File: src/design/dma_snd_pkg.sv
// shared definitions for the STE style DMA sound controller
// register word addresses, rate and fetch state encodings, sample types
// referenced by scoped name from every design file
`default_nettype none

package dma_snd_pkg;

	// sample word address, byte address bit 0 is dropped
	localparam int SADDR_W = 23;

	// one memory word of audio, two signed 8 bit samples
	typedef logic [15:0] sample_word_t;

	// cpu register map, word addresses on the 5 bit bus
	typedef enum logic [4:0] {
		REG_CTRL     = 5'h00,
		REG_BASE_HI  = 5'h01,
		REG_BASE_MID = 5'h02,
		REG_BASE_LO  = 5'h03,
		REG_ADR_HI   = 5'h04,
		REG_ADR_MID  = 5'h05,
		REG_ADR_LO   = 5'h06,
		REG_END_HI   = 5'h07,
		REG_END_MID  = 5'h08,
		REG_END_LO   = 5'h09,
		REG_MODE     = 5'h10,
		REG_MW_DATA  = 5'h11,
		REG_MW_MASK  = 5'h12
	} reg_addr_e;

	// sample rate field of the mode register
	typedef enum logic [1:0] {
		RATE_6K25 = 2'd0,
		RATE_12K5 = 2'd1,
		RATE_25K  = 2'd2,
		RATE_50K  = 2'd3
	} rate_e;

	// frame fetch engine
	typedef enum logic {
		FETCH_IDLE = 1'b0,
		FETCH_RUN  = 1'b1
	} fetch_state_e;

endpackage

`default_nettype wire

File: src/design/dma_snd_if.sv
// internal bundles of the DMA sound controller
// dma_cfg_if carries frame setup from the register file and fetch status back
// sample_fifo_if connects the fetch engine, the FIFO and the playback engine
`timescale 1ns/1ps
`default_nettype none

interface dma_cfg_if;
	logic [dma_snd_pkg::SADDR_W-1:0] base_addr;
	logic [dma_snd_pkg::SADDR_W-1:0] end_addr;
	logic [dma_snd_pkg::SADDR_W-1:0] cur_addr;
	logic ctrl_en;
	logic ctrl_loop;
	// one cycle pulse, control write with bit 0 set
	logic start;
	logic mode_mono;
	dma_snd_pkg::rate_e rate;
	logic frame_active;

	modport regs (
		output base_addr, end_addr, ctrl_en, ctrl_loop, start, mode_mono, rate,
		input cur_addr, frame_active
	);
	modport fetch (
		input base_addr, end_addr, ctrl_en, ctrl_loop, start,
		output cur_addr, frame_active
	);
	modport play (
		input mode_mono, rate, ctrl_en
	);
endinterface

interface sample_fifo_if #(
	parameter int FIFO_AW = 3
);
	logic push;
	logic pop;
	dma_snd_pkg::sample_word_t wdata;
	// oldest word, valid whenever not empty
	dma_snd_pkg::sample_word_t rdata;
	logic full;
	logic empty;
	// number of stored words
	logic [FIFO_AW-1:0] level;

	modport writer (output push, wdata, input full);
	modport reader (output pop, input rdata, empty);
	modport fifo (input push, pop, wdata, output rdata, full, empty, level);
endinterface

`default_nettype wire

File: src/design/snd_regs.sv
// cpu register file of the DMA sound controller
// 16 bit bus with sel/rw/uds/lds, writes on the clock edge, reads combinational
// frame setup goes out over dma_cfg_if, microwire writes go to the serializer
`timescale 1ns/1ps
`default_nettype none

module snd_regs (
	input  logic                   clk,
	input  logic                   xsint,
	input  logic                   sel,
	input  logic                   rw,
	input  logic                   uds,
	input  logic                   lds,
	input  dma_snd_pkg::reg_addr_e addr,
	input  logic [15:0]            din,
	output logic [15:0]            dout,
	dma_cfg_if.regs                cfg,
	output logic                   mw_load,
	output logic                   mw_mask_wr,
	output logic [15:0]            mw_word,
	input  logic [15:0]            mw_mask
);

	logic wr_lds;
	logic wr_mw;
	logic [15:0] mw_data_q;

	// byte registers need the low data strobe
	assign wr_lds = sel && !rw && !lds;
	// microwire is a full 16 bit port, any data strobe will do
	assign wr_mw = sel && !rw && !(uds && lds);

	// --------------------------------------------------
	// write side
	// --------------------------------------------------

	always_ff @(posedge clk or negedge xsint) begin
		if (!xsint) begin
			cfg.ctrl_en   <= 1'b0;
			cfg.ctrl_loop <= 1'b0;
			cfg.start     <= 1'b0;
			cfg.mode_mono <= 1'b0;
			cfg.rate      <= dma_snd_pkg::RATE_6K25;
		end else begin
			// start follows the control write by one cycle
			cfg.start <= wr_lds && (addr == dma_snd_pkg::REG_CTRL) && din[0];
			if (wr_lds && (addr == dma_snd_pkg::REG_CTRL)) begin
				cfg.ctrl_en   <= din[0];
				cfg.ctrl_loop <= din[1];
			end
			// mono flag in bit 7, rate in bits 1:0
			if (wr_lds && (addr == dma_snd_pkg::REG_MODE)) begin
				cfg.mode_mono <= din[7];
				cfg.rate      <= dma_snd_pkg::rate_e'(din[1:0]);
			end
		end
	end

	// frame addresses are split in three byte registers, lo keeps bits 7:1
	always_ff @(posedge clk) begin
		if (wr_lds) begin
			case (addr)
				dma_snd_pkg::REG_BASE_HI:  cfg.base_addr[22:15] <= din[7:0];
				dma_snd_pkg::REG_BASE_MID: cfg.base_addr[14:7]  <= din[7:0];
				dma_snd_pkg::REG_BASE_LO:  cfg.base_addr[6:0]   <= din[7:1];
				dma_snd_pkg::REG_END_HI:   cfg.end_addr[22:15]  <= din[7:0];
				dma_snd_pkg::REG_END_MID:  cfg.end_addr[14:7]   <= din[7:0];
				dma_snd_pkg::REG_END_LO:   cfg.end_addr[6:0]    <= din[7:1];
				default: ;
			endcase
		end
		// copy for read back, the shifter works on its own
		if (mw_load) begin
			mw_data_q <= din;
		end
	end

	// microwire strobes act at the same edge as the bus write
	assign mw_load    = wr_mw && (addr == dma_snd_pkg::REG_MW_DATA);
	assign mw_mask_wr = wr_mw && (addr == dma_snd_pkg::REG_MW_MASK);
	assign mw_word    = din;

	// --------------------------------------------------
	// read mux
	// --------------------------------------------------

	always_comb begin
		dout = 16'h0000;
		if (sel && rw) begin
			case (addr)
				dma_snd_pkg::REG_CTRL:     dout = {14'd0, cfg.ctrl_loop, cfg.frame_active};
				dma_snd_pkg::REG_BASE_HI:  dout = {8'd0, cfg.base_addr[22:15]};
				dma_snd_pkg::REG_BASE_MID: dout = {8'd0, cfg.base_addr[14:7]};
				dma_snd_pkg::REG_BASE_LO:  dout = {8'd0, cfg.base_addr[6:0], 1'b0};
				// current address counter, read only
				dma_snd_pkg::REG_ADR_HI:   dout = {8'd0, cfg.cur_addr[22:15]};
				dma_snd_pkg::REG_ADR_MID:  dout = {8'd0, cfg.cur_addr[14:7]};
				dma_snd_pkg::REG_ADR_LO:   dout = {8'd0, cfg.cur_addr[6:0], 1'b0};
				dma_snd_pkg::REG_END_HI:   dout = {8'd0, cfg.end_addr[22:15]};
				dma_snd_pkg::REG_END_MID:  dout = {8'd0, cfg.end_addr[14:7]};
				dma_snd_pkg::REG_END_LO:   dout = {8'd0, cfg.end_addr[6:0], 1'b0};
				dma_snd_pkg::REG_MODE:     dout = {8'd0, cfg.mode_mono, 5'd0, cfg.rate};
				dma_snd_pkg::REG_MW_DATA:  dout = mw_data_q;
				// live mask, it rotates during a transfer
				dma_snd_pkg::REG_MW_MASK:  dout = mw_mask;
				default:                   dout = 16'h0000;
			endcase
		end
	end

endmodule

`default_nettype wire

File: src/design/mw_serializer.sv
// microwire serializer for the audio mixer port
// a load starts a 16 bit transfer, one bit every 8 clocks under a rotating mask
// mw_done pulses once the 7 bit counter has run out
`timescale 1ns/1ps
`default_nettype none

module mw_serializer (
	input  logic        clk,
	input  logic        xsint,
	input  logic        load,
	input  logic [15:0] load_data,
	input  logic        mask_wr,
	input  logic [15:0] mask_data,
	output logic [15:0] mask,
	output logic        mw_clk,
	output logic        mw_data,
	output logic        mw_done
);

	logic [15:0] shift_q;
	logic [6:0] cnt;
	logic step;

	// next bit every 8 clocks while the counter runs
	assign step = (cnt != 7'd0) && (cnt[2:0] == 3'd0);

	always_ff @(posedge clk or negedge xsint) begin
		if (!xsint) begin
			mask    <= 16'h0000;
			shift_q <= 16'h0000;
			cnt     <= 7'd0;
			mw_clk  <= 1'b0;
			mw_data <= 1'b0;
			mw_done <= 1'b0;
		end else begin
			mw_done <= (cnt == 7'd1);
			if (cnt != 7'd0) begin
				cnt <= cnt - 7'd1;
			end
			// load wins over the counter, bit 15 leaves right away
			if (load) begin
				shift_q <= {load_data[14:0], 1'b0};
				mw_data <= load_data[15];
				cnt     <= 7'd127;
			end else if (step) begin
				shift_q <= {shift_q[14:0], 1'b0};
				mw_data <= shift_q[15];
			end
			// mw_clk shows the mask bit leaving with the data bit
			if (mask_wr) begin
				mask <= mask_data;
			end else if (load || step) begin
				mask   <= {mask[14:0], mask[15]};
				mw_clk <= mask[15];
			end
		end
	end

endmodule

`default_nettype wire

File: src/design/frame_fetch.sv
// frame fetch engine, reads sample words from the 64 bit memory port
// only in bus slots inside hsync, pushes them into the sample FIFO
// also makes frame_active and its slow 8 stage delayed copy
`timescale 1ns/1ps
`default_nettype none

module frame_fetch (
	input  logic                            clk,
	input  logic                            xsint,
	input  logic                            hsync,
	input  logic                            bus_slot,
	output logic                            mem_read,
	output logic [dma_snd_pkg::SADDR_W-1:0] mem_addr,
	input  logic [63:0]                     mem_data,
	dma_cfg_if.fetch                        cfg,
	sample_fifo_if.writer                   fifo,
	output logic                            frame_active_d
);

	dma_snd_pkg::fetch_state_e state;
	logic [dma_snd_pkg::SADDR_W-1:0] end_latched;
	logic at_end;
	logic slot;
	logic [1:0] pre_cnt;
	logic [7:0] delay_q;

	// end points to the first word after the frame
	assign at_end = (cfg.cur_addr == end_latched);
	// usable slot, FIFO full is the back-pressure
	assign slot = (state == dma_snd_pkg::FETCH_RUN) && hsync && bus_slot && !fifo.full;

	assign mem_read = slot && !at_end;
	assign mem_addr = cfg.cur_addr;

	// address bits 1:0 pick the 16 bit lane, lane 0 is lowest
	assign fifo.push  = mem_read;
	assign fifo.wdata = mem_data[cfg.cur_addr[1:0]*16 +: 16];

	// --------------------------------------------------
	// fetch fsm and address counter
	// --------------------------------------------------

	always_ff @(posedge clk or negedge xsint) begin
		if (!xsint) begin
			state            <= dma_snd_pkg::FETCH_IDLE;
			cfg.cur_addr     <= '0;
			end_latched      <= '0;
			cfg.frame_active <= 1'b0;
		end else begin
			// loop mode keeps the flag up across the wrap
			cfg.frame_active <= (state == dma_snd_pkg::FETCH_RUN) &&
				(!at_end || cfg.ctrl_loop);
			if (!cfg.ctrl_en) begin
				state <= dma_snd_pkg::FETCH_IDLE;
			end else begin
				case (state)
					dma_snd_pkg::FETCH_IDLE: begin
						if (cfg.start) begin
							state        <= dma_snd_pkg::FETCH_RUN;
							cfg.cur_addr <= cfg.base_addr;
							end_latched  <= cfg.end_addr;
						end
					end
					default: begin
						if (slot) begin
							if (!at_end) begin
								cfg.cur_addr <= cfg.cur_addr + 1'b1;
							end else if (cfg.ctrl_loop) begin
								// restart the frame with fresh addresses
								cfg.cur_addr <= cfg.base_addr;
								end_latched  <= cfg.end_addr;
							end else begin
								state <= dma_snd_pkg::FETCH_IDLE;
							end
						end
					end
				endcase
			end
		end
	end

	// --------------------------------------------------
	// frame_active delay, 8 stages at clk/4
	// --------------------------------------------------

	always_ff @(posedge clk or negedge xsint) begin
		if (!xsint) begin
			pre_cnt <= 2'd0;
			delay_q <= 8'h00;
		end else begin
			pre_cnt <= pre_cnt + 2'd1;
			if (pre_cnt == 2'd3) begin
				delay_q <= {delay_q[6:0], cfg.frame_active};
			end
		end
	end

	assign frame_active_d = delay_q[7];

endmodule

`default_nettype wire

File: src/design/sample_fifo.sv
// circular buffer of sample words between fetch and playback
// holds at most 2^FIFO_AW - 1 words, one slot stays free
// rdata always shows the oldest word, bad push or pop is dropped
`timescale 1ns/1ps
`default_nettype none

module sample_fifo #(
	parameter int FIFO_AW = 3
) (
	input  logic       clk,
	input  logic       xsint,
	sample_fifo_if.fifo f
);

	dma_snd_pkg::sample_word_t mem [2**FIFO_AW];
	logic [FIFO_AW-1:0] wr_ptr;
	logic [FIFO_AW-1:0] rd_ptr;

	// pointer distance wraps naturally
	assign f.level = wr_ptr - rd_ptr;
	assign f.empty = (f.level == '0);
	assign f.full  = (f.level == '1);
	assign f.rdata = mem[rd_ptr];

	always_ff @(posedge clk or negedge xsint) begin
		if (!xsint) begin
			wr_ptr <= '0;
			rd_ptr <= '0;
		end else begin
			if (f.push && !f.full) begin
				wr_ptr <= wr_ptr + 1'b1;
			end
			if (f.pop && !f.empty) begin
				rd_ptr <= rd_ptr + 1'b1;
			end
		end
	end

	always_ff @(posedge clk) begin
		if (f.push && !f.full) begin
			mem[wr_ptr] <= f.wdata;
		end
	end

endmodule

`default_nettype wire

File: src/design/snd_playback.sv
// playback engine, empties the sample FIFO at the programmed rate
// fractional divider of clk gives the 50 kHz base, then divide by 1, 2, 4 or 8
// stereo takes high byte left and low byte right, mono alternates bytes
`timescale 1ns/1ps
`default_nettype none

module snd_playback #(
	parameter int unsigned CLK_HZ  = 8_000_000,
	parameter int unsigned BASE_HZ = 50_066
) (
	input  logic         clk,
	input  logic         xsint,
	dma_cfg_if.play      cfg,
	sample_fifo_if.reader fifo,
	output logic [7:0]   audio_l,
	output logic [7:0]   audio_r,
	output logic         audio_strobe
);

	localparam logic [31:0] HALF = 32'(CLK_HZ / 2);
	localparam logic [31:0] STEP = 32'(BASE_HZ);

	logic [31:0] acc;
	logic wave;
	logic wrap;
	logic base_tick;
	logic [2:0] tick_cnt;
	logic [2:0] div_mask;
	logic sample_tick;
	logic play;
	logic byte_sel;
	logic [7:0] mono_byte;

	// --------------------------------------------------
	// rate generation
	// --------------------------------------------------

	assign wrap = (acc >= HALF);
	// base tick is the wrap that raises the wave
	assign base_tick = wrap && !wave;

	always_comb begin
		case (cfg.rate)
			dma_snd_pkg::RATE_50K:  div_mask = 3'b000;
			dma_snd_pkg::RATE_25K:  div_mask = 3'b001;
			dma_snd_pkg::RATE_12K5: div_mask = 3'b011;
			default:                div_mask = 3'b111;
		endcase
	end

	assign sample_tick = base_tick && ((tick_cnt & div_mask) == div_mask);
	assign play = sample_tick && !fifo.empty;

	// --------------------------------------------------
	// output stage
	// --------------------------------------------------

	// mono pops after the low byte, stereo on every sample
	assign fifo.pop  = play && (!cfg.mode_mono || byte_sel);
	assign mono_byte = byte_sel ? fifo.rdata[7:0] : fifo.rdata[15:8];

	always_ff @(posedge clk or negedge xsint) begin
		if (!xsint) begin
			acc          <= 32'd0;
			wave         <= 1'b0;
			tick_cnt     <= 3'd0;
			byte_sel     <= 1'b0;
			audio_strobe <= 1'b0;
		end else begin
			acc <= wrap ? (acc - HALF + STEP) : (acc + STEP);
			if (wrap) begin
				wave <= !wave;
			end
			if (base_tick) begin
				tick_cnt <= tick_cnt + 3'd1;
			end
			audio_strobe <= play;
			// back to the high byte once playback is stopped and drained
			if (fifo.empty && !cfg.ctrl_en) begin
				byte_sel <= 1'b0;
			end else if (play && cfg.mode_mono) begin
				byte_sel <= !byte_sel;
			end
		end
	end

	// signed samples to offset binary, outputs hold while empty
	always_ff @(posedge clk) begin
		if (play) begin
			if (cfg.mode_mono) begin
				audio_l <= mono_byte + 8'd128;
				audio_r <= mono_byte + 8'd128;
			end else begin
				audio_l <= fifo.rdata[15:8] + 8'd128;
				audio_r <= fifo.rdata[7:0] + 8'd128;
			end
		end
	end

endmodule

`default_nettype wire

File: src/design/ste_dma_snd.sv
// top level of the STE style DMA sound controller
// cpu register bus, 64 bit memory read port, audio bytes with strobe
// frame status and microwire lines as plain ports
`timescale 1ns/1ps
`default_nettype none

module ste_dma_snd #(
	parameter int          FIFO_AW = 3,
	parameter int unsigned CLK_HZ  = 8_000_000,
	parameter int unsigned BASE_HZ = 50_066
) (
	input  logic        clk,
	input  logic        xsint,
	// cpu bus
	input  logic        sel,
	input  logic        rw,
	input  logic        uds,
	input  logic        lds,
	input  logic [4:0]  addr,
	input  logic [15:0] din,
	output logic [15:0] dout,
	// memory port, used inside hsync only
	input  logic        hsync,
	input  logic        bus_slot,
	output logic        mem_read,
	output logic [22:0] mem_addr,
	input  logic [63:0] mem_data,
	// audio out
	output logic [7:0]  audio_l,
	output logic [7:0]  audio_r,
	output logic        audio_strobe,
	output logic        frame_active,
	output logic        frame_active_d,
	// microwire
	output logic        mw_clk,
	output logic        mw_data,
	output logic        mw_done
);

	logic mw_load;
	logic mw_mask_wr;
	logic [15:0] mw_word;
	logic [15:0] mw_mask;

	dma_cfg_if cfg_if ();
	sample_fifo_if #(.FIFO_AW(FIFO_AW)) fifo_if ();

	assign frame_active = cfg_if.frame_active;

	snd_regs snd_regs_inst (
		.clk        (clk),
		.xsint      (xsint),
		.sel        (sel),
		.rw         (rw),
		.uds        (uds),
		.lds        (lds),
		.addr       (dma_snd_pkg::reg_addr_e'(addr)),
		.din        (din),
		.dout       (dout),
		.cfg        (cfg_if.regs),
		.mw_load    (mw_load),
		.mw_mask_wr (mw_mask_wr),
		.mw_word    (mw_word),
		.mw_mask    (mw_mask)
	);

	mw_serializer mw_serializer_inst (
		.clk       (clk),
		.xsint     (xsint),
		.load      (mw_load),
		.load_data (mw_word),
		.mask_wr   (mw_mask_wr),
		.mask_data (mw_word),
		.mask      (mw_mask),
		.mw_clk    (mw_clk),
		.mw_data   (mw_data),
		.mw_done   (mw_done)
	);

	frame_fetch frame_fetch_inst (
		.clk            (clk),
		.xsint          (xsint),
		.hsync          (hsync),
		.bus_slot       (bus_slot),
		.mem_read       (mem_read),
		.mem_addr       (mem_addr),
		.mem_data       (mem_data),
		.cfg            (cfg_if.fetch),
		.fifo           (fifo_if.writer),
		.frame_active_d (frame_active_d)
	);

	sample_fifo #(.FIFO_AW(FIFO_AW)) sample_fifo_inst (
		.clk   (clk),
		.xsint (xsint),
		.f     (fifo_if.fifo)
	);

	snd_playback #(
		.CLK_HZ  (CLK_HZ),
		.BASE_HZ (BASE_HZ)
	) snd_playback_inst (
		.clk          (clk),
		.xsint        (xsint),
		.cfg          (cfg_if.play),
		.fifo         (fifo_if.reader),
		.audio_l      (audio_l),
		.audio_r      (audio_r),
		.audio_strobe (audio_strobe)
	);

endmodule

`default_nettype wire

File: config.mk
export PLATFORM = sky130hd
export DESIGN_NAME = ste_dma_snd
export DESIGN_NICKNAME = d
export VERILOG_FILES = /design/src/design/dma_snd_pkg.sv /design/src/design/dma_snd_if.sv /design/src/design/snd_regs.sv /design/src/design/mw_serializer.sv /design/src/design/frame_fetch.sv /design/src/design/sample_fifo.sv /design/src/design/snd_playback.sv /design/src/design/ste_dma_snd.sv
export SDC_FILE = /design/constraint.sdc
export NUM_CORES = 1
export LEC_CHECK = 0
export CORE_ASPECT_RATIO = 0.7
export CORE_MARGIN = 2
export CORE_UTILIZATION = 30
export CTS_BUF_LIST = sky130_fd_sc_hd__clkbuf_2 sky130_fd_sc_hd__clkbuf_4 sky130_fd_sc_hd__clkbuf_8
export DETAILED_ROUTE_END_ITERATION = 16
export DONT_BUFFER_PORTS = 1
export SETUP_SLACK_MARGIN = 0.4
export SLEW_MARGIN = 5
export SYNTH_ARGS = -nofsm -noshare
export SYNTH_HDL_FRONTEND = slang
export SYNTH_SLANG_ARGS = --single-unit
File: constraint.sdc
create_clock -name clk -period 4.85 [get_ports clk]
set_clock_uncertainty 0.2 [all_clocks]
set_input_delay 0.97 -clock clk [delete_from_list [all_inputs] [get_ports clk]]
set_output_delay 0.97 -clock clk [all_outputs]
set_load 0.05 [all_outputs]
# Yosys cells after proc, flatten, opt, wreduce, memory -nomap -nowiden
# Memory sizes are Yosys's and may differ from the RTL's.
# Index checks and enable logic that the tools add are counted.
# totals
register_bits,228
mem_bits_rw,128
word_cells,165
memories,1
# classes
addsub,13
n_lt_le_gt_ge,1
n_eq_ne,24
n_shift,1
muxes,35
n_bitwise,2
n_reduce_logical,55
# memory_table
memory,words,width,rd,rd_clocked_by_memory_dff,write_ports,line,text
sample_fifo_inst.mem,8,16,1,0,1,sample_fifo.sv:15,dma_snd_pkg::sample_word_t mem [2**FIFO_AW];
# ops
operator,n
23-bit 2-to-1 mux,10
16-bit case mux with 13 select lines,1
16-bit 2-to-1 mux,5
32-bit by 16-bit adder with 32-bit output (second input constant),2
64-bit by 7-bit indexed part select with 16-bit output,1
32-bit by 22-bit greater-or-equal comparator with 1-bit output (second input constant),1
32-bit 2-to-1 mux,1
32-bit by 22-bit subtractor with 32-bit output (second input constant),1
8-bit adder (second input constant),3
1-bit logical AND,24
8-bit 2-to-1 mux,3
23-bit by 1-bit adder with 23-bit output (second input constant),1
23-bit equality test,1
5-bit by 3-bit equality test with 1-bit output (second input constant),4
5-bit equality test (second input constant),3
7-bit 2-to-1 mux,2
2-bit AND reduction,7
1-bit 2-to-1 mux,12
5-bit by 2-bit equality test with 1-bit output (second input constant),2
5-bit by 4-bit equality test with 1-bit output (second input constant),2
1-bit logical NOT,10
2-bit nonzero test,5
3-bit by 1-bit adder with 3-bit output (second input constant),3
3-bit case mux with 3 select lines,1
19 further kinds,26

# Depth between registers and ports, before layout
# Gate-level depths: netlist of the first run.
# logic_depth
depth_word,9
depth_mapped,13

# Hierarchy
# Synthesis of the first run repeated with hierarchy kept, for this count alone.
# unflattened
hier_cells,1333
area_unflattened_um2,17501.8
# by_module_without_submodules
mod,n_inst,cells_per_inst,area_each_um2,seq_area_each_um2
sample_fifo,1,238,5378.9,3993.8
frame_fetch,1,332,3714.8,1451.4
snd_regs,1,272,3363.2,2011.9
snd_playback,1,239,2786.4,1406.3
mw_serializer,1,252,2258.4,1026.0

# Worst setup path after synthesis of the first run
# No wires, ideal clock.
# synth_timing
kind,register to register
from,register sample_fifo_inst.rd_ptr[1]
to,memory sample_fifo_inst.mem[4][0] (netlist bit) (enable)
setup_ns,0.409
t_arrival_ns,3.803
required_ns,4.241
slack_ns,0.438
stages_incl_launch_ff,11
synth_period_minus_slack_ns,4.412
path_cell_list,dfrtp_1 > clkbuf_1 > clkbuf_1 > inv_1 > fa_1 > xnor3_1 > a31oi_1 > nand2_1 > inv_1 > nand2_1 > nor3_1
# synth_via
elab_chain_len,8
# synth_rtl
item,line,text
"start, declared",sample_fifo.sv:17,logic [FIFO_AW-1:0] rd_ptr;
"start signal, assigned",sample_fifo.sv:34,rd_ptr <= rd_ptr + 1'b1;
3-bit subtractor,sample_fifo.sv:20,assign f.level = wr_ptr - rd_ptr;
3-bit equality test,sample_fifo.sv:22,assign f.full = (f.level == '1);
1-bit logical NOT,frame_fetch.sv:30,assign slot = (state == dma_snd_pkg::FETCH_RUN) && hsync && bus_slot && !fifo.full;
1-bit logical AND,frame_fetch.sv:30,
1-bit logical AND,frame_fetch.sv:32,assign mem_read = slot && !at_end;
net mem_read,ste_dma_snd.sv:25,"output logic mem_read,"
1-bit logical AND,sample_fifo.sv:40,if (f.push && !f.full) begin
1-bit 2-to-1 mux,sample_fifo.sv:40,
1-bit 2-to-1 mux (not written as such),sample_fifo.sv:41,mem[wr_ptr] <= f.wdata;
"end, declared",sample_fifo.sv:15,
# The timed path passes the listed nets, and every way through them passes these cells.

# Worst setup path after layout of the first run
# layout_timing
from,register frame_fetch_inst.cfg.cur_addr[13]
to,output port mem_read
# layout_via
elab_chain_len,3
# layout_rtl
item,line,text
"start, declared",dma_snd_if.sv:25,"output cur_addr, frame_active"
"start signal, assigned",frame_fetch.sv:60,cfg.cur_addr <= cfg.base_addr;
"start signal, assigned",frame_fetch.sv:67,cfg.cur_addr <= cfg.cur_addr + 1'b1;
"start signal, assigned",frame_fetch.sv:70,cfg.cur_addr <= cfg.base_addr;
23-bit equality test,frame_fetch.sv:28,assign at_end = (cfg.cur_addr == end_latched);
1-bit logical NOT,frame_fetch.sv:32,
1-bit logical AND,frame_fetch.sv:32,
"end, declared",ste_dma_snd.sv:25,
# Every way passes these cells.

==> results of run 1 <==
worst paths after layout:
check                                                        from                           endpoint  slack [ns]  cells after the start
worst max-delay path            frame_fetch_inst.cfg.cur_addr[13]                           mem_read        0.63                      7
worst min-delay path                                        xsint  frame_fetch_inst.cfg.cur_addr[21]        0.13                      1
worst max register to register         sample_fifo_inst.wr_ptr[0]   frame_fetch_inst.end_latched[10]        1.18                     11
worst min register to register        frame_fetch_inst.pre_cnt[0]        frame_fetch_inst.pre_cnt[0]        0.22                      1
max in group asynchronous                                   xsint  frame_fetch_inst.cfg.cur_addr[17]        3.71                      1
min in group clk                                           din[1]     snd_regs_inst.cfg.end_addr[16]        0.21                      0
layer usage:
metal	vias up	GRT usage, %	wire length [µm]
met2	490	22.0	18300
met4	2	5.11	1080
li1	4521	-	-
met3	69	4.32	4310
met5	-	0	11
met1	5294	24.6	21000
worst register-to-register path, cell delays in order, from the launching register on:
cell and delay [ns]:
dfrtp_1 0.44, inv_1 0.14, ha_1 0.17, inv_1 0.06, fa_1 0.37, xnor3_1 0.21, a31oi_2 0.33, nand2_1 0.10
nor4_1 0.29, o21a_1 0.46, buf_4 0.37, mux2_2 0.39
Yosys cell counts (5+ instances only):
cell type,n
a222oi_1,7
a22o_1,10
nor2_1,80
inv_1,22
nand4_1,6
nor2b_1,5
buf_1,11
o21ai_0,43
xnor2_1,28
xor2_1,35
clkbuf_1,38
dfrtp_1,148
nor4_1,14
mux2_2,38
or3_1,6
nand3_1,13
and2_1,9
a31oi_1,14
buf_2,8
and3_1,14
mux2i_1,70
buf_4,5
nand2b_1,5
nor3_1,24
edfxtp_1,206
nand2_1,86
buf_6,6
a21oi_1,43
ha_1,10
a221oi_1,11
a211oi_1,11
mux4_2,48
a22oi_1,14
what timing repair did:
item                       in CTS  in global routing
hold buffers                    1                  0
hold endpoints to repair      148                  0
setup endpoints to repair       1                  1
gates resized for setup         4                  2
cell families (layout without fill, tap and decap cells):
| kind of cell | Yosys count | in the layout |
|---|---|---|
| DFF | 354 | 354 |
| and+or+nand+nor | 283 | 283 |
| buffers and inverters | 90 | 187 |
| xor gates and xnor gates | 64 | 64 |
| AOI/OAI and AO/OA | 201 | 201 |
| adders and majority gates | 12 | 12 |
| muxes | 156 | 156 |
per-stage QoR:
stage               power, µW  instance area (µm²)
floorplan                4010                16000
global placement         4160                17000
detailed placement       4190                17000
CTS                      6990                18300
global route             7210                18300
finish                   6910                18300
state kept, by name, indices dropped and copies added, names as in the netlist, 2 cells and up:
name                           flops
frame_fetch_inst.cfg.cur_addr     23
frame_fetch_inst.delay_q           8
frame_fetch_inst.end_latched      23
frame_fetch_inst.pre_cnt           2
mw_serializer_inst.cnt             7
mw_serializer_inst.mask           16
mw_serializer_inst.shift_q        15
sample_fifo_inst.mem             128
sample_fifo_inst.rd_ptr            3
sample_fifo_inst.wr_ptr            3
snd_playback_inst.acc             31
snd_playback_inst.audio_l          8
snd_playback_inst.audio_r          8
snd_playback_inst.tick_cnt         3
snd_regs_inst.cfg.base_addr       23
snd_regs_inst.cfg.end_addr        23
snd_regs_inst.cfg.rate             2
snd_regs_inst.mw_data_q           16
power groups by stage:
stage | combinational [µW] | clock (µW) | sequential (µW)
after floorplan | 477 | 0 | 3540
after global placement | 556 | 0 | 3610
after detailed placement | 578 | 0 | 3610
after CTS | 610 | 2820 | 3550
after global routing | 674 | 2960 | 3570
final | 604 | 2750 | 3560
area by class of cell:
cell class,count,area (µm²)
tap,684,856
clock inverter,30,299
sequential,354,9900
multi-input combinational,716,5730
inverter,22,86.3
clock buffer,73,917
timing repair buffer,62,485
fill,5105,34100
==> results.txt, run 1 <==
status = finished, final reports clean
hold crit path type = in2async
sequential share of power = 51.5%
Final Setup Violations = 0
initial antenna violation count = 2
RSZ-0062 raised after global routing = no
post-synthesis compound-gate area fraction = 8.62%
Inserted Clock Buffers = 55
fin crit share = 87.0%
Top delay family on crit path = simple AND/OR/NAND/NOR gates
NumNets Final = 1315
# diodes = 0
sw power = 1800 µW
fraction of registers with async set/reset = 41.8%
DRT iter0 DRCs = 1255
Inst Count DP = 1837
EDFF count, synth = 206
Net Sw Frac = 26.0%
final non-filler cell total = 1941
WP buf/inv = 2
Core Util, Final = 34.9%
Comb power frac = 8.7%
WL final = 44700 µm
gate count of the mapped netlist = 1160
Clock Path Buffers = 3
CTS tree = yes
final hold vios = 0
leak pwr = 0.00685 µW
clock power share = 39.8%
mux share of post-synthesis cell area = 13.8%
row count = 70
top cells by area, synth = edfxtp_1 39%, dfrtp_1 23%, mux4_2 6.8%, mux2i_1 4.4%, mux2_2 2.7%
per-cell routed wire length = 23.0 µm
via count = 10400
Clock Pin Slew Worst Setup and Hold Paths = 0.07 ns
Seq/Total Area, Yosys = 61.9%
GR Overflow Total = 0
post-CTS setup buffers = 0
hpwl dp = 30900 µm
Fmax achieved = 237 MHz
Final Wtd Congestion = 0.927
max cap viols = 0
Max stage delay on crit path = 0.49 ns
core box area = 52400 µm²
Final Slew Violations = 0
synthesized area = 16000 µm²
clock sink count = 354
Post-Syn Nets = 1264
maximum number of pins on one net before global-route repair = 149
worst-skew pair later-pin latency = 0.66 ns
main combinational cell family by area after synthesis = multiplexers
Global Route Usage Sum = 16.1%
Slowest cell on crit path = or3_4
worst-path fanout max = 7
Seq cells post-synth = 354
most frequent cells in the layout = 206 x edfxtp_1, 143 x dfrtp_1, 85 x nand2_1, 80 x nor2_1, 70 x mux2i_1
crit-path cells = buf_4 > xor2_1 > nor4_1 > nand2_1 > or3_4 > nand2_2 > clkinvlp_4
Crit Path Class = reg2out
I/O pins = 155
worst hold slack = 0.132 ns
full die area = 55100 µm²
vias in the first global route = 10000
Detail Route Antenna Nets = 0
Yosys top cell area share = 38.7%
ys flop type = edfxtp_1
Worst Setup Start Kind = flip-flop
Post-Synth Adder-Cell Area = 0.971%
xor and xnor area share after synthesis = 3.59%
Max IR drop VDD = 0.270 mV
post-synthesis simple-gate area fraction = 8.51%
synth unique cells = 75
vias per cell = 5.35
post-route setup TNS = 0 ns
drt pass-1 iters = 5
Post-Place Setup Slack = 0.929 ns
worst slew pin tran = 1.10 ns
Die Span Y = 197 µm
CTS root buffer = clkbuf_8
Initial Utilization = 30.5%
H-tree levels = 2
Syn. warnings = 0
Int Pwr = 5110 µW
Pwr Density = 378 nW/µm²
Die X = 280 µm
drt drc = 0
share of layout cells above drive strength 1 = 21.9%
final worst slack = 0.629 ns
Area growth syn-to-layout = 14.4%
Worst EP required = 3.68 ns
crit end category = output pin
first-pass GRT wire length = 66100 µm
crit path time final = 4.22 ns
most common cell after layout, fill and taps aside = edfxtp_1
Mean Syn Cell Area = 13.8 µm²
Yosys top cell by area = edfxtp_1
Port Buffer Count = 0
Worst EP arrival = 3.05 ns
Rel. slew slack = 26.3%
Note: power is estimated with default switching activity, not from simulation.
==> run 2, diff against run 1 <==
--- a/config.mk
+++ b/config.mk
@@ -5,6 +5,7 @@
 export SDC_FILE = /design/constraint.sdc
 export NUM_CORES = 1
 export LEC_CHECK = 0
+export ABC_AREA = 1
 export CORE_ASPECT_RATIO = 0.7
 export CORE_MARGIN = 2
 export CORE_UTILIZATION = 30
==> run 2 against run 1 <==
Count of clock-buffer cells in the layout is 3 higher. Power is 0.19% lower. Combinational power is 13% lower. Non-clock buffer count is 8 lower. Largest cell class unchanged. Largest power group unchanged.
==> results.txt, run 2 <==
status = finished, final reports clean (unchanged)
ys flop type = edfxtp_1 (unchanged)
first-pass GRT wire length = 81700 µm (was 66100 µm)
post-CTS setup buffers = 0 (unchanged)
Global Route Usage Sum = 17.7% (was 16.1%)
Core Util, Final = 34.1% (was 34.9%)
Slowest cell on crit path = dfrtp_1 (was or3_4)
crit path time final = 4.17 ns (was 4.22 ns)
crit-path cells = inv_1 > nand2_1 > nand2_1 > nor2_1 > nand2_1 > nor2_2 > nand3_4 > nand2_1 > inv_1 (was buf_4 > xor2_1 > nor4_1 > nand2_1 > or3_4 > nand2_2 > clkinvlp_4)
Final Setup Violations = 0 (unchanged)
worst-skew pair later-pin latency = 0.64 ns (was 0.66 ns)
Max stage delay on crit path = 0.74 ns (was 0.49 ns)
Initial Utilization = 30.2% (was 30.5%)
# diodes = 0 (unchanged)
synthesized area = 17500 µm² (was 16000 µm²)
Port Buffer Count = 0 (unchanged)
worst hold slack = 0.128 ns (was 0.132 ns)
clock sink count = 354 (unchanged)
DRT iter0 DRCs = 1499 (was 1255)
Syn. warnings = 0 (unchanged)
Hold Buf Count CTS = 1 (unchanged)
WL final = 54400 µm (was 44700 µm)
CTS root buffer = clkbuf_8 (unchanged)
Rel. slew slack = 22.7% (was 26.3%)
H-tree levels = 2 (unchanged)
Die Span Y = 206 µm (was 197 µm)
final hold vios = 0 (unchanged)
share of layout cells above drive strength 1 = 8.80% (was 21.9%)
worst-path fanout max = 28 (was 7)
fill cell count = 5960 (was 5105)
Worst R2R Path Depth = 11 (unchanged)
hold crit path type = in2async (unchanged)
drt drc = 0 (unchanged)
Yosys top cell by area = edfxtp_1 (unchanged)
top cells by area, synth = edfxtp_1 35%, dfrtp_1 21%, nand2_1 11%, o21ai_0 5.7%, nor2_1 5.0% (was edfxtp_1 39%, dfrtp_1 23%, mux4_2 6.8%, mux2i_1 4.4%, mux2_2 2.7%)
Fmax achieved = 240 MHz (was 237 MHz)
Inserted Clock Buffers = 55 (unchanged)
via count = 14300 (was 10400)
Synth top cells by count = 532 x nand2_1, 231 x nor2_1, 206 x edfxtp_1 (was 206 x edfxtp_1, 148 x dfrtp_1, 86 x nand2_1)
CTS tree = yes (unchanged)
row count = 74 (was 70)
core box area = 58000 µm² (was 52400 µm²)
Final Wtd Congestion = 0.889 (was 0.927)
leak pwr = 0.00827 µW (was 0.00685 µW)
Yosys top cell area share = 35.3% (was 38.7%)
Crit Path Class = reg2out (unchanged)
Worst Setup Start Kind = flip-flop (unchanged)
most numerous cell in the Yosys netlist = nand2_1 (was edfxtp_1)
post-route setup TNS = 0 ns (unchanged)
max cap viols = 0 (unchanged)
Max IR drop VDD = 0.244 mV (was 0.270 mV)
crit end category = output pin (unchanged)
full die area = 60300 µm² (was 55100 µm²)
gate count of the mapped netlist = 1991 (was 1160)
I/O pins = 155 (unchanged)
r2r setup slk = 1.20 ns (was 1.18 ns)
Post-Syn Nets = 2095 (was 1264)
fraction of registers with async set/reset = 41.8% (unchanged)
drt pass-1 iters = 6 (was 5)
vias per cell = 5.06 (was 5.35)
register area = 9890 µm² (was 9900 µm²)
top flop regs = sample_fifo_inst.mem: 128 flops, snd_playback_inst.acc: 31 flops (unchanged)
Pwr Density = 349 nW/µm² (was 378 nW/µm²)
worst slew pin tran = 1.15 ns (was 1.10 ns)
Mean Syn Cell Area = 8.79 µm² (was 13.8 µm²)
Worst EP arrival = 3.00 ns (was 3.05 ns)
Final Slew Violations = 0 (unchanged)
Detail Route Antenna Nets = 0 (unchanged)
RSZ-0062 raised after global routing = no (unchanged)
GR Overflow Total = 0 (unchanged)
synth unique cells = 49 (was 75)
max FFs per register = 128 (unchanged)
Clock Pin Slew Worst Setup and Hold Paths = 0.06 ns (was 0.07 ns)
initial antenna violation count = 4 (was 2)
Worst EP required = 3.68 ns (about the same)
Die X = 293 µm (was 280 µm)
EDFF count, synth = 206 (unchanged)
Area growth syn-to-layout = 12.9% (was 14.4%)
Resize count post-CTS = 0 (was 4)
most frequent cells in the layout = 532 x nand2_1, 231 x nor2_1, 206 x edfxtp_1, 198 x o21ai_0, 195 x inv_1 (was 206 x edfxtp_1, 143 x dfrtp_1, 85 x nand2_1, 80 x nor2_1, 70 x mux2i_1)
Seq cells post-synth = 354 (unchanged)
NumNets Final = 2127 (was 1315)
multi-input combinational cell area = 6460 µm² (was 5730 µm²)
Clock Path Buffers = 3 (unchanged)
most common cell after layout, fill and taps aside = nand2_1 (was edfxtp_1)
Overall Power = 6890 µW (was 6910 µW)
fin crit share = 85.9% (was 87.0%)
maximum number of pins on one net before global-route repair = 149 (unchanged)
Seq/Total Area, Yosys = 56.5% (was 61.9%)
Top cell by count, worst path = nand2_1
per-cell routed wire length = 19.2 µm (was 23.0 µm)
vias in the first global route = 13300 (was 10000)
hpwl dp = 37700 µm (was 30900 µm)
Most flops, register = sample_fifo_inst.mem (unchanged)
-- run 2: cell families (layout without fill, tap and decap cells) --
logic type	after synthesis	in the layout	synth area share, %
multiplexers	2	2	0.122
AND/OR/NAND/NOR	961	961	22.8
adder cells (fa/ha/maj)	11	11	0.829
flip-flops	354	354	56.5
buffers and inverters	282	360	6.56
AO/OA/AOI/OAI	337	337	11.0
XOR/XNOR	44	44	2.20
-- run 2: final timing paths --
check,end,startpoint
setup / recovery,mem_read,frame_fetch_inst.cfg.cur_addr[21]
hold / removal,frame_fetch_inst.cfg.cur_addr[4],xsint
setup reg to reg,frame_fetch_inst.end_latched[1],sample_fifo_inst.wr_ptr[0]
hold reg to reg,frame_fetch_inst.pre_cnt[0],frame_fetch_inst.pre_cnt[0]
max in group asynchronous,frame_fetch_inst.cfg.cur_addr[0],xsint
min in group clk,frame_fetch_inst.pre_cnt[0],frame_fetch_inst.pre_cnt[0]
-- run 2: area by class of cell --
cell class	count	share of cell area, %
well taps	760	4.81
clock buffers	76	4.79
clock inverters	27	1.65
repair buffers	54	2.15
flip-flops and latches	354	50.0
multi-input cells	1355	32.7
inverters	203	3.87
-- run 2: critical path: cells and delay by family, from the launching register on --
family,cells,cell delay (ns)
and+or+nand+nor,7,1.02
DFF,1,0.74
buffers and inverters,2,0.62
-- run 2: routing by layer --
metal / track usage, % / routed length, µm / part of all wire [%] / vias to the layer above
met5: 0 / 23 / 0.042 / -
met4: 4.27 / 1220 / 2.2 / 4
met3: 5.47 / 5720 / 11 / 102
met2: 26.0 / 22800 / 42 / 646
met1: 25.4 / 24600 / 45 / 6841
li1: - / - / - / 6735
-- run 2: through the flow --
| stage | cell area (µm²) | setup slack [ns] | std cells |
|---|---|---|---|
| final | 19800 | 0.683 | 2829 |
| after detailed placement | 18500 | 0.801 | 2725 |
| after global placement | 18500 | 0.828 | 2725 |
| after CTS | 19800 | 0.617 | 2829 |
| after global routing | 19800 | 0.441 | 2829 |
| after floorplan | 17500 | 0.998 | 1991 |
-- run 2: where the power goes --
part	total [µW]	switching (µW)	internal, µW
Clock	2920	1280	1650
Sequential	3450	111	3330
Combinational	525	365	160
Total	6890	1750	5140
